`config.mk`:
```
export PLATFORM = sky130hd
export DESIGN_NAME = clause_array
export DESIGN_NICKNAME = d
export VERILOG_FILES = /design/src/clause_array_pkg.sv /design/src/clause_array.sv /design/src/clause_eval.sv /design/src/clause_store.sv /design/src/learnt_slot_select.sv
export VERILOG_INCLUDE_DIRS = /design/src /design/src/src
export SDC_FILE = /design/constraint.sdc
export NUM_CORES = 1
export LEC_CHECK = 0
export BUFFER_PORTS_ARGS = -buffer_cell sky130_fd_sc_hd__buf_4
export CORE_ASPECT_RATIO = 1.25
export CORE_UTILIZATION = 45
export CTS_CLUSTER_DIAMETER = 80
export DETAILED_ROUTE_END_ITERATION = 8
export PLACE_DENSITY = 0.69
export SETUP_SLACK_MARGIN = 0.15
export SLEW_MARGIN = 20
export SYNTH_ARGS = -nofsm -noshare
export SYNTH_HDL_FRONTEND = slang
export SYNTH_HIERARCHICAL = 1
export SYNTH_SLANG_ARGS = --single-unit
```
`constraint.sdc`:
```
create_clock -name clk -period 14 [get_ports clk]
set_clock_uncertainty 0.2 [all_clocks]
set_input_delay 1.4 -clock clk [delete_from_list [all_inputs] [get_ports clk]]
set_output_delay 1.4 -clock clk [all_outputs]
set_load 0.01 [all_outputs]
```
`src/clause_array_settings.svh`:
```
`ifndef CLAUSE_ARRAY_SETTINGS_SVH
`define CLAUSE_ARRAY_SETTINGS_SVH

// Clause slots. Must be even, upper half is learnt.
`define CA_NUM_CLAUSES 8

// Variables, also literal positions per clause.
`define CA_NUM_VARS 8

// Width of a clause length.
`define CA_LEN_W 4

`endif
```
`src/clause_array_pkg.sv`:
```
`include "clause_array_settings.svh"

package clause_array_pkg;

    ////////////////////////////////////////////////////////////////////////////
    // Clause encoding
    ////////////////////////////////////////////////////////////////////////////

    // Literal code per variable position.
    typedef enum logic [1:0] {
        LIT_ABSENT = 2'b00,
        LIT_POS    = 2'b01,
        LIT_NEG    = 2'b10
    } lit_e;

    typedef logic [`CA_LEN_W-1:0] len_t;

    // Length is only used to pick a learnt slot to replace.
    typedef struct packed {
        lit_e [`CA_NUM_VARS-1:0] lits;
        len_t                    len;
    } clause_t;

    typedef clause_t [`CA_NUM_CLAUSES-1:0] clause_vec_t;

    // Lengths of the learnt half only.
    typedef len_t [`CA_NUM_CLAUSES/2-1:0] learnt_len_vec_t;

    ////////////////////////////////////////////////////////////////////////////
    // Variable state
    ////////////////////////////////////////////////////////////////////////////

    typedef struct packed {
        logic assigned;
        logic value;
        logic implied;
    } var_state_t;

    typedef var_state_t [`CA_NUM_VARS-1:0] var_vec_t;

endpackage

```
`src/clause_array.sv`:
```
`include "clause_array_settings.svh"

module clause_array (
    input  logic                       clk,
    input  logic                       arst_n_i,

    input  clause_array_pkg::var_vec_t var_value_i,
    output clause_array_pkg::var_vec_t var_value_o,

    input  logic [`CA_NUM_CLAUSES-1:0] wr_i,
    input  logic [`CA_NUM_CLAUSES-1:0] rd_i,
    input  clause_array_pkg::clause_t  clause_i,
    output clause_array_pkg::clause_t  clause_o,

    input  logic                       add_learnt_en_i,
    output logic                       all_c_sat_o,
    output logic                       conflict_o,
    input  logic                       apply_impl_i,
    input  logic                       apply_bkt_i
);

    localparam int N  = `CA_NUM_CLAUSES;
    localparam int NL = `CA_NUM_CLAUSES / 2;

    logic [N-1:0]                      wr_sel;
    clause_array_pkg::clause_vec_t     slots;
    logic [N-1:0]                      valid;
    clause_array_pkg::learnt_len_vec_t learnt_len;
    logic [NL-1:0]                     learnt_valid;

    ////////////////////////////////////////////////////////////////////////////
    // Learnt half taps
    ////////////////////////////////////////////////////////////////////////////

    for (genvar i = 0; i < NL; i++) begin : g_learnt_len
        assign learnt_len[i] = slots[NL+i].len;
    end

    assign learnt_valid = valid[N-1:NL];

    learnt_slot_select u_learnt_slot_select (
        .wr_i            (wr_i),
        .add_learnt_en_i (add_learnt_en_i),
        .slot_len_i      (learnt_len),
        .slot_valid_i    (learnt_valid),
        .wr_sel_o        (wr_sel)
    );

    clause_store u_clause_store (
        .clk      (clk),
        .arst_n_i (arst_n_i),
        .wr_sel_i (wr_sel),
        .rd_i     (rd_i),
        .clause_i (clause_i),
        .clause_o (clause_o),
        .slots_o  (slots),
        .valid_o  (valid)
    );

    clause_eval u_clause_eval (
        .clk          (clk),
        .arst_n_i     (arst_n_i),
        .slots_i      (slots),
        .valid_i      (valid),
        .var_value_i  (var_value_i),
        .apply_impl_i (apply_impl_i),
        .apply_bkt_i  (apply_bkt_i),
        .var_value_o  (var_value_o),
        .all_c_sat_o  (all_c_sat_o),
        .conflict_o   (conflict_o)
    );

endmodule

```
`src/clause_eval.sv`:
```
`include "clause_array_settings.svh"

module clause_eval (
    input  logic                          clk,
    input  logic                          arst_n_i,
    input  clause_array_pkg::clause_vec_t slots_i,
    input  logic [`CA_NUM_CLAUSES-1:0]    valid_i,
    input  clause_array_pkg::var_vec_t    var_value_i,
    input  logic                          apply_impl_i,
    input  logic                          apply_bkt_i,
    output clause_array_pkg::var_vec_t    var_value_o,
    output logic                          all_c_sat_o,
    output logic                          conflict_o
);

    localparam int N         = `CA_NUM_CLAUSES;
    localparam int NV        = `CA_NUM_VARS;
    localparam int VAR_IDX_W = $clog2(NV);

    logic [N-1:0]           sat;
    logic [N-1:0]           confl;
    logic [N-1:0]           unit;
    logic [VAR_IDX_W-1:0]   unit_var [N];
    logic [N-1:0]           unit_val;

    logic                       all_sat_d;
    logic                       conflict_d;
    clause_array_pkg::var_vec_t var_d;

    logic                       all_sat_q;
    logic                       conflict_q;
    clause_array_pkg::var_vec_t var_q;

    ////////////////////////////////////////////////////////////////////////////
    // Per-clause evaluation
    ////////////////////////////////////////////////////////////////////////////

    always_comb begin
        clause_array_pkg::lit_e       lit;
        clause_array_pkg::var_state_t st;
        logic                         present;
        logic                         pos;
        logic                         open_seen;
        logic                         multi_open;

        for (int c = 0; c < N; c++) begin
            sat[c]      = 1'b0;
            open_seen   = 1'b0;
            multi_open  = 1'b0;
            unit_var[c] = '0;
            unit_val[c] = 1'b0;
            for (int v = 0; v < NV; v++) begin
                lit     = slots_i[c].lits[v];
                st      = var_value_i[v];
                present = (lit != clause_array_pkg::LIT_ABSENT);
                pos     = (lit == clause_array_pkg::LIT_POS);
                if (present && st.assigned && (st.value == pos)) begin
                    sat[c] = 1'b1;
                end
                if (present && !st.assigned) begin
                    // Remember the open literal.
                    multi_open  = multi_open | open_seen;
                    open_seen   = 1'b1;
                    unit_var[c] = VAR_IDX_W'(v);
                    unit_val[c] = pos;
                end
            end
            // Empty clause counts as a conflict.
            confl[c] = !sat[c] && !open_seen;
            unit[c]  = !sat[c] && open_seen && !multi_open;
        end
    end

    assign all_sat_d  = &(sat | ~valid_i);
    assign conflict_d = |(confl & valid_i);

    ////////////////////////////////////////////////////////////////////////////
    // Variable update
    ////////////////////////////////////////////////////////////////////////////

    always_comb begin
        var_d = var_value_i;
        if (apply_bkt_i) begin
            for (int v = 0; v < NV; v++) begin
                if (var_value_i[v].implied) begin
                    var_d[v] = '0;
                end
            end
        end else if (apply_impl_i) begin
            // Walk downwards so the lowest unit clause wins.
            for (int c = N - 1; c >= 0; c--) begin
                if (valid_i[c] && unit[c]) begin
                    var_d[unit_var[c]].assigned = 1'b1;
                    var_d[unit_var[c]].value    = unit_val[c];
                    var_d[unit_var[c]].implied  = 1'b1;
                end
            end
        end
    end

    always_ff @(posedge clk or negedge arst_n_i) begin
        if (!arst_n_i) begin
            all_sat_q  <= 1'b1;
            conflict_q <= 1'b0;
            var_q      <= '0;
        end else begin
            all_sat_q  <= all_sat_d;
            conflict_q <= conflict_d;
            var_q      <= var_d;
        end
    end

    assign all_c_sat_o = all_sat_q;
    assign conflict_o  = conflict_q;
    assign var_value_o = var_q;

endmodule

```
`src/clause_store.sv`:
```
`include "clause_array_settings.svh"

module clause_store (
    input  logic                          clk,
    input  logic                          arst_n_i,
    input  logic [`CA_NUM_CLAUSES-1:0]    wr_sel_i,
    input  logic [`CA_NUM_CLAUSES-1:0]    rd_i,
    input  clause_array_pkg::clause_t     clause_i,
    output clause_array_pkg::clause_t     clause_o,
    output clause_array_pkg::clause_vec_t slots_o,
    output logic [`CA_NUM_CLAUSES-1:0]    valid_o
);

    localparam int N = `CA_NUM_CLAUSES;

    clause_array_pkg::clause_vec_t slots_q;
    logic [N-1:0]                  valid_q;
    clause_array_pkg::clause_t     rd_clause;
    clause_array_pkg::clause_t     clause_q;

    ////////////////////////////////////////////////////////////////////////////
    // Slot registers
    ////////////////////////////////////////////////////////////////////////////

    always_ff @(posedge clk) begin
        for (int i = 0; i < N; i++) begin
            if (wr_sel_i[i]) begin
                slots_q[i] <= clause_i;
            end
        end
    end

    always_ff @(posedge clk or negedge arst_n_i) begin
        if (!arst_n_i) begin
            valid_q <= '0;
        end else begin
            valid_q <= valid_q | wr_sel_i;
        end
    end

    ////////////////////////////////////////////////////////////////////////////
    // Read port
    ////////////////////////////////////////////////////////////////////////////

    // Empty clause when nothing is read or the slot is invalid.
    always_comb begin
        rd_clause = '0;
        for (int i = 0; i < N; i++) begin
            if (rd_i[i] && valid_q[i]) begin
                rd_clause = slots_q[i];
            end
        end
    end

    always_ff @(posedge clk or negedge arst_n_i) begin
        if (!arst_n_i) begin
            clause_q <= '0;
        end else begin
            clause_q <= rd_clause;
        end
    end

    assign clause_o = clause_q;
    assign slots_o  = slots_q;
    assign valid_o  = valid_q;

endmodule

```
`src/learnt_slot_select.sv`:
```
`include "clause_array_settings.svh"

module learnt_slot_select (
    input  logic [`CA_NUM_CLAUSES-1:0]        wr_i,
    input  logic                              add_learnt_en_i,
    input  clause_array_pkg::learnt_len_vec_t slot_len_i,
    input  logic [`CA_NUM_CLAUSES/2-1:0]      slot_valid_i,
    output logic [`CA_NUM_CLAUSES-1:0]        wr_sel_o
);

    localparam int NL    = `CA_NUM_CLAUSES / 2;
    localparam int IDX_W = $clog2(NL);

    logic                     free_found;
    logic [IDX_W-1:0]         free_idx;
    clause_array_pkg::len_t   max_len;
    logic [IDX_W-1:0]         max_idx;
    logic [IDX_W-1:0]         victim_idx;
    logic [NL-1:0]            learnt_sel;

    // Lowest empty learnt slot.
    always_comb begin
        free_found = 1'b0;
        free_idx   = '0;
        for (int i = NL - 1; i >= 0; i--) begin
            if (!slot_valid_i[i]) begin
                free_found = 1'b1;
                free_idx   = IDX_W'(i);
            end
        end
    end

    // Longest learnt clause, ties to the lowest index.
    always_comb begin
        max_len = slot_len_i[0];
        max_idx = '0;
        for (int i = 1; i < NL; i++) begin
            if (slot_len_i[i] > max_len) begin
                max_len = slot_len_i[i];
                max_idx = IDX_W'(i);
            end
        end
    end

    assign victim_idx = free_found ? free_idx : max_idx;

    always_comb begin
        learnt_sel             = '0;
        learnt_sel[victim_idx] = 1'b1;
    end

    // Learnt insertion overrides the external strobe.
    assign wr_sel_o = add_learnt_en_i ? {learnt_sel, {NL{1'b0}}} : wr_i;

endmodule

```
# Word level (Yosys, flattened, before mapping)
# Cells that the tools add are included.
op_classes:
  magnitude_cmp: 21
  n_eq_ne: 128
  muxes: 433
  bitwise: 52
  n_reduce_logical: 339
ops:
  columns: ["op", "count"]
  rows:
  - ["24-bit bitwise mux", 24]
  - ["24-bit 2-to-1 mux", 24]
  - ["1-bit 2-to-1 mux", 270]
  - ["1-bit logical AND", 241]
  - ["3-bit demux with 3-bit select", 24]
  - ["20-bit 2-to-1 mux", 8]
  - ["3-bit 2-to-1 mux", 50]
  - ["2-bit by 1-bit equality test with 1-bit output, second input constant", 64]
  - ["2-bit nonzero test", 64]
  - ["1-bit equality test", 64]
  - ["2-bit 2-to-1 mux", 29]
  - ["1-bit OR", 48]
  - ["1-bit logical NOT", 32]
  - ["3-bit by 4-bit less-than comparator with 1-bit output, second input constant", 8]
  - ["3-bit by 1-bit >= comparator with 1-bit output, second input constant", 8]
  - ["8-bit OR", 2]
  - ["4-bit greater-than comparator", 3]
  - ["8-bit AND", 1]
  - ["4-bit 2-to-1 mux", 2]
  - ["8-bit 2-to-1 mux", 1]
  - ["8-bit NOT", 1]
  - ["8-bit AND reduction", 1]
  - ["8-bit OR reduction", 1]
  - ["2-bit by 3-bit less-than comparator with 1-bit output, second input constant", 1]
  - ["2 further kinds", 2]
totals:
  regBits: 214
  input_bits: 65
  out_inout_bits: 46

# Depth between registers and ports, before layout
# Gate-level depths: netlist of the first run.
logic_depth:
  word_depth: 64
  mapped_depth: 18
  mapped_depth_nobuf: 18

# By module
# Netlist of the first run, hierarchy kept.
modules_own_cells:
  columns: ["module", "instances", "cells_per_inst", "area_per_inst_um2"]
  rows:
  - ["clause_store", 1, 461, 7144.4]
  - ["clause_eval", 1, 954, 6697.7]
  - ["learnt_slot_select", 1, 66, 506.7]

# Least setup slack after synthesis of the first run
# OpenSTA, ideal clock, no wires.
synth_path:
  path_type: "register to register"
  start: "register u_clause_store.slots_q (netlist bit u_clause_store/slots_o[82])"
  end: "register u_clause_store.slots_q (netlist bit u_clause_store/slots_o[80]), enable pin"
  setup_time_ns: 0.426
  arrival_ns: 5.343
  t_required_ns: 13.374
  path_slack_ns: 8.031
  stages_incl_launch_ff: 17
  n_path_buf: 0
  cell_sequence: "edfxtp_1 inv_1 ha_1 o21ai_0 a21oi_1 o21ai_2 mux2_2 ha_1 and4_1 a21oi_1 mux2_2 ha_1 and3b_1 a2111oi_2 o21a_2 or2b_1 o21ai_0"
synth_via:
  elab_chain_cells: 12
  elab_cells_between_ends: 15
  cone_classes: "order compare: 5; mux: 9; reduce/logical: 1"
synth_lines:
  columns: ["element", "line", "rtl"]
  rows:
  - ["start: declaration", "clause_store.sv:16", "clause_array_pkg::clause_vec_t slots_q;"]
  - ["start signal: indexed assignment", "clause_store.sv:28", "slots_q[i] <= clause_i;"]
  - ["4-bit greater-than comparator", "learnt_slot_select.sv:38", "if (slot_len_i[i] > max_len) begin"]
  - ["4-bit 2-to-1 mux", "learnt_slot_select.sv:38", null]
  - ["4-bit greater-than comparator", "learnt_slot_select.sv:38", null]
  - ["4-bit 2-to-1 mux", "learnt_slot_select.sv:38", null]
  - ["4-bit greater-than comparator", "learnt_slot_select.sv:38", null]
  - ["2-bit 2-to-1 mux *", "learnt_slot_select.sv:38", null]
  - ["2-bit 2-to-1 mux *", "learnt_slot_select.sv:45", "assign victim_idx = free_found ? free_idx : max_idx;"]
  - ["2-bit by 3-bit less-than comparator with 1-bit output (not written as such) / 2-bit by 1-bit >= comparator with 1-bit output (equally long branches)", "learnt_slot_select.sv:49", "learnt_sel[victim_idx] = 1'b1;"]
  - ["1-bit logical AND (not written as such)", "learnt_slot_select.sv:49", null]
  - ["1-bit 2-to-1 mux (not written as such)", "learnt_slot_select.sv:49", null]
  - ["1-bit demux with 2-bit select *", null, null]
  - ["8-bit 2-to-1 mux *", "learnt_slot_select.sv:53", "assign wr_sel_o = add_learnt_en_i ? {learnt_sel, {NL{1'b0}}} : wr_i;"]
  - ["via wr_sel[4]", "clause_array.sv:25", "logic [N-1:0] wr_sel;"]
# Mark *: on every way through the listed nets, which the timed path passes. The rest lies on a longest branch.
# A chain may end at the register's enable or synchronous reset.

# Final worst setup path of the first run
layout_path:
  start: "register u_clause_store.slots_q (netlist bit u_clause_store/slots_o[82])"
  end: "register u_clause_store.slots_q (netlist bit u_clause_store/slots_o[112]), enable pin"
# Same word-level chain as after synthesis.

==> results of run 1 <==
-- worst reg2reg max path, cell delays in order (launching register included) --
cell       delay [ns]
edfxtp_1         0.42
inv_1            0.07
ha_1             0.30
o21ai_0          0.14
a21oi_1          0.07
o21ai_2          0.32
mux2_2           0.40
ha_1             0.27
and4_1           0.21
a21oi_1          0.45
mux2_2           0.40
ha_1             0.32
and3b_1          0.19
a2111oi_2        0.27
o21a_2           0.23
or3b_1           0.36
a31oi_2          0.67
buf_4            0.34
-- placed cells by master, fill, tap and decap left out, types with 15 or more instances in the layout --
cell / n
inv_1: 85
a21o_1: 16
clkbuf_16: 23
or2_2: 29
edfxtp_1: 160
dfrtp_1: 53
o311ai_1: 41
o2111ai_1: 26
nand2_1: 104
nor2b_1: 32
nand3b_1: 15
o22ai_1: 34
o2bb2ai_1: 16
buf_4: 124
nor3_1: 30
nand3_1: 70
a21oi_1: 51
nor2_1: 78
o21ai_0: 65
a31oi_1: 31
nand2b_1: 31
o21bai_1: 42
nand4_1: 26
mux2i_1: 24
-- through the flow --
step                      instances  worst slack, ns  total power, mW
after global routing           1979            7.742            2.861
after global placement         1938            8.179            2.114
after CTS                      1978            8.115            2.709
after floorplan                1481            8.031            1.678
final                          1982            8.074            2.762
after detailed placement       1938            8.120            2.139
-- layout make-up --
type | instances | area (um^2)
antenna | 3 | 7.507
clock inverter | 14 | 107.6
fill | 2914 | 15000
sequential | 214 | 6157
inverter | 88 | 330.3
clock buffer | 26 | 586.8
timing repair buffer | 125 | 945.9
tap | 407 | 509.2
multi-input combinational | 1105 | 7523
-- sequential cells by signal (all words and copies together) (netlist names) --
register	cells
u_clause_store/slots_o	160
u_clause_eval/var_value_o	24
u_clause_store/clause_o	20
u_clause_store/valid_o	8
u_clause_eval/all_c_sat_o	1
u_clause_eval/conflict_o	1
-- worst max path at each step --
stage                                        endpoint  slack [ns]                       start
final                     u_clause_store/slots_o[112]        8.07  u_clause_store/slots_o[82]
after global routing      u_clause_store/slots_o[109]        7.74  u_clause_store/slots_o[82]
after CTS                 u_clause_store/slots_o[109]        8.11  u_clause_store/slots_o[82]
after detailed placement  u_clause_store/slots_o[114]        8.12  u_clause_store/slots_o[82]
after global placement    u_clause_store/slots_o[114]        8.18  u_clause_store/slots_o[82]
after floorplan            u_clause_store/slots_o[80]        8.03  u_clause_store/slots_o[82]
-- power by group --
group	switching (mW)	internal, mW	leakage [nW]
Combinational	0.656	0.387	3.59
Clock	0.253	0.320	0.342
Sequential	0.240	0.906	2.14
Total	1.15	1.61	6.07
-- routing by layer --
metal | vias to the layer above | GRT usage
li1 | 5987 | -
met1 | 6862 | 0.4673
met2 | 931 | 0.6262
met3 | 242 | 0.06617
met4 | 0 | 0.2935
met5 | - | 0
-- kinds of logic (layout without fill, tap and decap cells) --
family,Yosys count,after routing,share of synthesized area
AND/OR/NAND/NOR,550,550,0.2214
AO/OA/AOI/OAI,500,500,0.2579
flip-flops,214,214,0.4291
buffers and inverters,162,253,0.05031
multiplexers,36,36,0.02616
adder cells (fa/ha/maj),15,15,0.01264
XOR/XNOR,4,4,0.002441
other,0,3,0
==> run_results.csv, run 1 <==
group,metric,value,unit
outcome,status,"completed",
worst_setup_path,rr_endpoint,"u_clause_store/slots_o[112]",
sta,holdWs,0.3260,ns
cts,cts_buffer_depth,3,
floorplanning,start_util,0.4603,
sta,fin_setup_tns,0,ns
drt,viasPerCell,7.075,
cts,clk_pin_slew,0.06,ns
worst_hold_path,min_delay_path_depth,1,
cts,cts_setup_buffers,0,
synth,synthArstFlopShare,0.2523,
layout,post-route-util,0.5187,
synth,synth_edf_count,160,
floorplanning,die_w,161.7,um
synth,synth_area_leaders,"edfxtp_1 33%, dfrtp_1 9.2%, nand2_1 2.7%",
global_routing,grt_max_degree,55,
sta,min_period_over_period,0.4233,
cts,cts.htree.levels,1,
synth,synth_top_area_frac,0.3348,
sta,finalHoldViolCount,0,
sta,grt_setup_unrepaired,"false",
global_routing,grt_pass1_vias,13070,
drt,avgRoutedWirePerCell,32.33,um
layout,drive_above_1_share,0.1692,
global_routing,track_usage,0.3901,
synth,yosys_warnings,6,
synth,ys_ff_latch,214,
worst_setup_path,startpoint_type,"flop",
synth,synth_flop_cell,"edfxtp_1",
synth,netlist_area,14350,um^2
placed_design,gp_congestion,1.044,
cts,numClockSinks,214,
drt,drtIter0Drc,1682,
worst_hold_path,min_to,"u_clause_store/valid_o[2]",
floorplanning,fp.coreArea,31170,um^2
worst_setup_path,cp_slowest_cell,"a31oi_2",
sta,slew_viol_final,0,
worst_setup_path,rr_worst_depth,17,
drt,maxUsedRoutingLayer,"met4",
drt,num_vias,14020,
placed_design,dp.final_hpwl,49210,um
drt,wl_met3,5362,um
worst_setup_path,cp.required,14.02,ns
cts,cts_tree,"done",
sta,worst_pin_slew,1.199,ns
cts,clk_latency,0.53,ns
sta,slew_headroom,0.1920,
power_and_ir_drop,powerDensity,170.8,nW/um^2
global_routing,grt_pass1_wl,91140,um
worst_setup_path,max_stage_delay,0.67,ns
drt,dr.pass1.iters,6,
synth,synth_top_cell_by_area,"edfxtp_1",
floorplanning,die_y,201.6,um
drt,wl_met1,23530,um
power_and_ir_drop,vdd_ir_drop_max,0.0002073,V
floorplanning,io_pins,111,
synth,ys_seq_area_frac,0.4291,
cts,root_buffer,"clkbuf_16",
worst_setup_path,r2r_slack,8.07,ns
synth,yosys-top-cells-count,"160 x edfxtp_1, 104 x nand2_1, 85 x inv_1",
worst_setup_path,cpMostUsedCell,"ha_1",
synth,synth.avg_cell_area,9.689,um^2
cts,ctsResizeCount,0,
run,drv_cap,0,
layout,layout.nets,1634,
drt,drc,0,
worst_setup_path,cpLargestDelayFamily,"compound AO/OA/AOI/OAI gates",
drt,ant_nets,0,
worst_setup_path,cp-end-kind,"flop",
worst_setup_path,crit_fanout,11,
layout,syn_to_final_growth,12.68,%
cts,numCtsBuffers,23,
worst_setup_path,crit_chain,"inv_1, ha_1, o21ai_0, a21oi_1, o21ai_2, mux2_2, ha_1, and4_1, a21oi_1, mux2_2, ha_1, and3b_1, a2111oi_2, o21a_2, or3b_1, a31oi_2, buf_4",
synth,synth.most_common_cell,"edfxtp_1",
layout,final_area,16170,um^2
global_routing,grt_remaining_overflow,0,
floorplanning,rows,72,
drt,dr_wl_met2,29650,um
placed_design,dpl_cell_area,15450,um^2
sta,max_freq,168.7,MHz
synth,synth_fp_nets,1558,
worst_setup_path,critPathKind,"flop to flop",
worst_setup_path,cp.buffers_inverters,2,
global_routing,antenna_found_initial,3,
worst_setup_path,r2r_start,"u_clause_store/slots_o[82]",
cts,cts_hold_buf,0,
worst_hold_path,min_from,"u_clause_store/valid_o[2]",
placed_design,io_buffers,110,
sta,setup_viol,0,
sta,period_needed,5.926,ns
worst_setup_path,crit_arrival,5.95,ns
worst_hold_path,min_path_type,"flop to flop",
power_and_ir_drop,p_leak,6.071,nW
drt,routed_wl,64080,um
worst_setup_path,path_depth,17,
floorplanning,dieArea,32610,um^2
synth,syn_inst,1481,
synth,synth_cell_type_count,114,
No activity file was read; power rests on OpenSTA's default activity.
==> inputs of run 2 (changes only) <==
--- a/config.mk
+++ b/config.mk
@@ -6,12 +6,13 @@
 export SDC_FILE = /design/constraint.sdc
 export NUM_CORES = 1
 export LEC_CHECK = 0
+export ABC_AREA = 1
 export BUFFER_PORTS_ARGS = -buffer_cell sky130_fd_sc_hd__buf_4
 export CORE_ASPECT_RATIO = 1.25
 export CORE_UTILIZATION = 45
 export CTS_CLUSTER_DIAMETER = 80
 export DETAILED_ROUTE_END_ITERATION = 8
-export PLACE_DENSITY = 0.69
+export PLACE_DENSITY = 0.68
 export SETUP_SLACK_MARGIN = 0.15
 export SLEW_MARGIN = 20
 export SYNTH_ARGS = -nofsm -noshare
==> constraint.sdc (replaced) <==
create_clock -name clk -period 6 [get_ports clk]
set_clock_uncertainty 0.2 [all_clocks]
set_input_delay 0.6 -clock clk [delete_from_list [all_inputs] [get_ports clk]]
set_output_delay 0.6 -clock clk [all_outputs]
set_load 0.01 [all_outputs]
==> run 2 against run 1 <==
Net effect:
- the flow now finishes with violations (design-rule violations)
- core utilization down 0.26 points
- sequential share of layout area down 1.9 points
- non-clock buffer count down 7
- via count up 6.3%
- worst hold slack worse by 0.27 ns
- critical endpoint is now u_clause_store/valid_o[7]
- largest power group is now combinational cells
==> run_results.csv, run 2 <==
group,metric,value,unit
sta,fin_setup_tns,0,ns
worst_setup_path,startpoint_type,"flop",
power_and_ir_drop,powerDensity,430.4,nW/um^2
worst_setup_path,critPathKind,"flop to flop",
cts,root_buffer,"clkbuf_16",
worst_setup_path,rr_endpoint,"u_clause_store/valid_o[7]",
worst_setup_path,r2r_start,"u_clause_store/slots_o[103]",
worst_hold_path,min_delay_path_depth,3,
synth,synth_cell_type_count,56,
worst_setup_path,r2r_slack,1.46,ns
sta,grt_setup_unrepaired,"false",
layout,layout.nets,2322,
power_and_ir_drop,p_clk_frac,0.217,
synth,synth_fp_nets,2238,
synth,syn_inst,2161,
floorplanning,die_w,166.3,um
synth,synth_flop_cell,"edfxtp_1",
sta,setup_viol,0,
drt,drtIter0Drc,1639,
worst_setup_path,cp-end-kind,"flop",
global_routing,grt_remaining_overflow,0,
cts,cts_tree,"done",
global_routing,grt_max_degree,55,
synth,synth_area_leaders,"edfxtp_1 32%, nand2_1 17%, dfrtp_1 8.7%",
drt,num_vias,14910,
floorplanning,start_util,0.4606,
synth,netlist_area,15180,um^2
synth,synth.avg_cell_area,7.025,um^2
synth,yosys-top-cells-count,"674 x nand2_1, 308 x nor2_1, 267 x inv_1",
synth,synth_top_area_frac,0.3165,
cts,numClockSinks,214,
synth,ys_ff_latch,214,
layout,most-common-layout-cells,"674 x nand2_1, 304 x nor2_1, 267 x inv_1, 160 x edfxtp_1, 125 x nand3_1",
power_and_ir_drop,pwr-share-comb,0.418,
synth,yosys_warnings,6,
layout,largest_reg_flops,160,
drt,dr.pass1.iters,9,
placed_design,io_buffers,110,
placed_design,dpl_cell_area,16130,um^2
global_routing,antenna_found_initial,1,
worst_setup_path,cp.required,6.24,ns
worst_setup_path,crit_fanout,21,
cts,cts_buffer_depth,3,
sta,max_freq,220.1,MHz
worst_hold_path,min_path_type,"input port to flop",
floorplanning,dieArea,34480,um^2
power_and_ir_drop,switchingPower,3.204,mW
floorplanning,rows,74,
floorplanning,die_y,207.4,um
cts,numCtsBuffers,26,
drt,drc,18,
worst_setup_path,max_stage_delay,0.58,ns
drt,ant_nets,0,
worst_setup_path,crit_arrival,4.78,ns
floorplanning,fp.coreArea,32960,um^2
synth,ys_seq_area_frac,0.4056,
outcome,violations,"design-rule violations",
sta,period_needed,4.543,ns
power_and_ir_drop,p_leak,8.153,nW
floorplanning,io_pins,111,
cts,clk_latency,0.56,ns
worst_setup_path,rr_worst_depth,28,
sta,slew_headroom,0.2992,
synth,synth.most_common_cell,"nand2_1",
synth,synthArstFlopShare,0.2523,
layout,drive_above_1_share,0.1214,
cts,clk_pin_slew,0.06,ns
power_and_ir_drop,power.internal,4.118,mW
sta,worst_pin_slew,1.049,ns
synth,synth_edf_count,160,
run,drv_cap,0,
cts,cts.htree.levels,1,
global_routing,grt_pass1_vias,14370,
drt,avgRoutedWirePerCell,20.84,um
power_and_ir_drop,totalPowerFinal,7.323,mW
cts,cts_setup_buffers,0,
outcome,status,"finished with violations",
worst_hold_path,min_from,"var_value_i[18]",
cts,ctsResizeCount,0,
worst_setup_path,cpMostUsedCell,"nand2_1",
layout,fin_cells,2684,
sta,finalHoldViolCount,0,
layout,final_common_cell,"nand2_1",
drt,routed_wl,55920,um
worst_hold_path,min_to,"u_clause_eval/var_value_o[18]",
power_and_ir_drop,seq_power_share,0.365,
synth,synth_top_cell_by_area,"edfxtp_1",
sta,min_period_over_period,0.7571,
global_routing,grt_pass1_wl,83620,um
placed_design,gp_congestion,1.018,
placed_design,dp.cells,2634,
placed_design,dp.final_hpwl,42720,um
drt,viasPerCell,5.554,
layout,final_area,17010,um^2
global_routing,track_usage,0.3233,
layout,syn_to_final_growth,12.06,%
worst_setup_path,cp_slowest_cell,"nand2_1",
power_and_ir_drop,p_sw_frac,0.4376,
power_and_ir_drop,vdd_ir_drop_max,0.0009784,V
sta,slew_viol_final,0,
run 2: logic make-up after synthesis:
| kind of cell | after synthesis | synth area share |
|---|---|---|
| AOI/OAI and AO/OA | 315 | 0.1221 |
| xor gates and xnor gates | 15 | 0.008654 |
| adders and majority gates | 12 | 0.009889 |
| buffers and inverters | 355 | 0.1033 |
| DFF | 214 | 0.4056 |
| and+or+nand+nor | 1250 | 0.3506 |
run 2: cell type report:
cell class / instances / area, um^2
clock inverters: 9 / 86.33
repair buffers: 118 / 888.4
diodes: 1 / 2.502
flip-flops and latches: 214 / 6157
clock buffers: 39 / 770.7
fillers: 3296 / 15950
multi-input cells: 1592 / 7482
well taps: 418 / 523.0
inverters: 293 / 1102
run 2: through the flow:
stage | utilization | hold WS (ns) | setup WS, ns
2_1_floorplan | - | 0.1044 | 2.125
3_3_place_gp | 0.4893 | 0.2908 | 1.580
3_5_place_dp | 0.4894 | 0.2748 | 1.495
4_1_cts | 0.5158 | 0.05299 | 1.473
5_1_grt | 0.5161 | 0.06825 | 1.049
6_report | 0.5161 | 0.05995 | 1.457
run 2: how the worst max path moves through the flow:
stage / start / to / slack [ns] / cells after the start
after detailed placement: u_clause_store/slots_o[103] / u_clause_store/valid_o[7] / 1.49 / 28
final: u_clause_store/slots_o[103] / u_clause_store/valid_o[7] / 1.46 / 28
after global routing: u_clause_store/slots_o[103] / u_clause_store/valid_o[7] / 1.05 / 27
after global placement: u_clause_store/slots_o[103] / u_clause_store/valid_o[7] / 1.58 / 28
after CTS: u_clause_store/slots_o[103] / u_clause_store/valid_o[7] / 1.47 / 28
after floorplan: u_clause_store/slots_o[103] / u_clause_store/valid_o[7] / 2.13 / 28
run 2: power by group through the flow:
stage	Combinational (mW)	Sequential (mW)	Clock, mW
4_1_cts	3.01	2.66	1.61
2_1_floorplan	2.09	2.60	0
3_5_place_dp	2.99	2.69	0
5_1_grt	3.43	2.73	1.67
6_report	3.06	2.67	1.59
3_3_place_gp	2.94	2.68	0
run 2: timing repair:
item | in CTS | in global routing
hold buffers | 1 | 0
endpoints found under the hold margin | 38 | 0
setup endpoints to repair | 0 | 0
run 2: metal layers:
layer	GRT usage	vias to the layer above	routed length [um]
met5	0	-	0
met4	0.1791	0	3203
met3	0.04671	155	4230
met2	0.5679	700	27280
met1	0.3786	6861	21210
li1	-	7190	-
run 2: worst max-delay path, delay by kind of cell (launching register included):
family,cells,cell delay [ns]
buffers and inverters,3,0.21
DFF,1,0.43
and+or+nand+nor,19,2.33
AOI/OAI and AO/OA,3,0.33
adders and majority gates,3,0.93
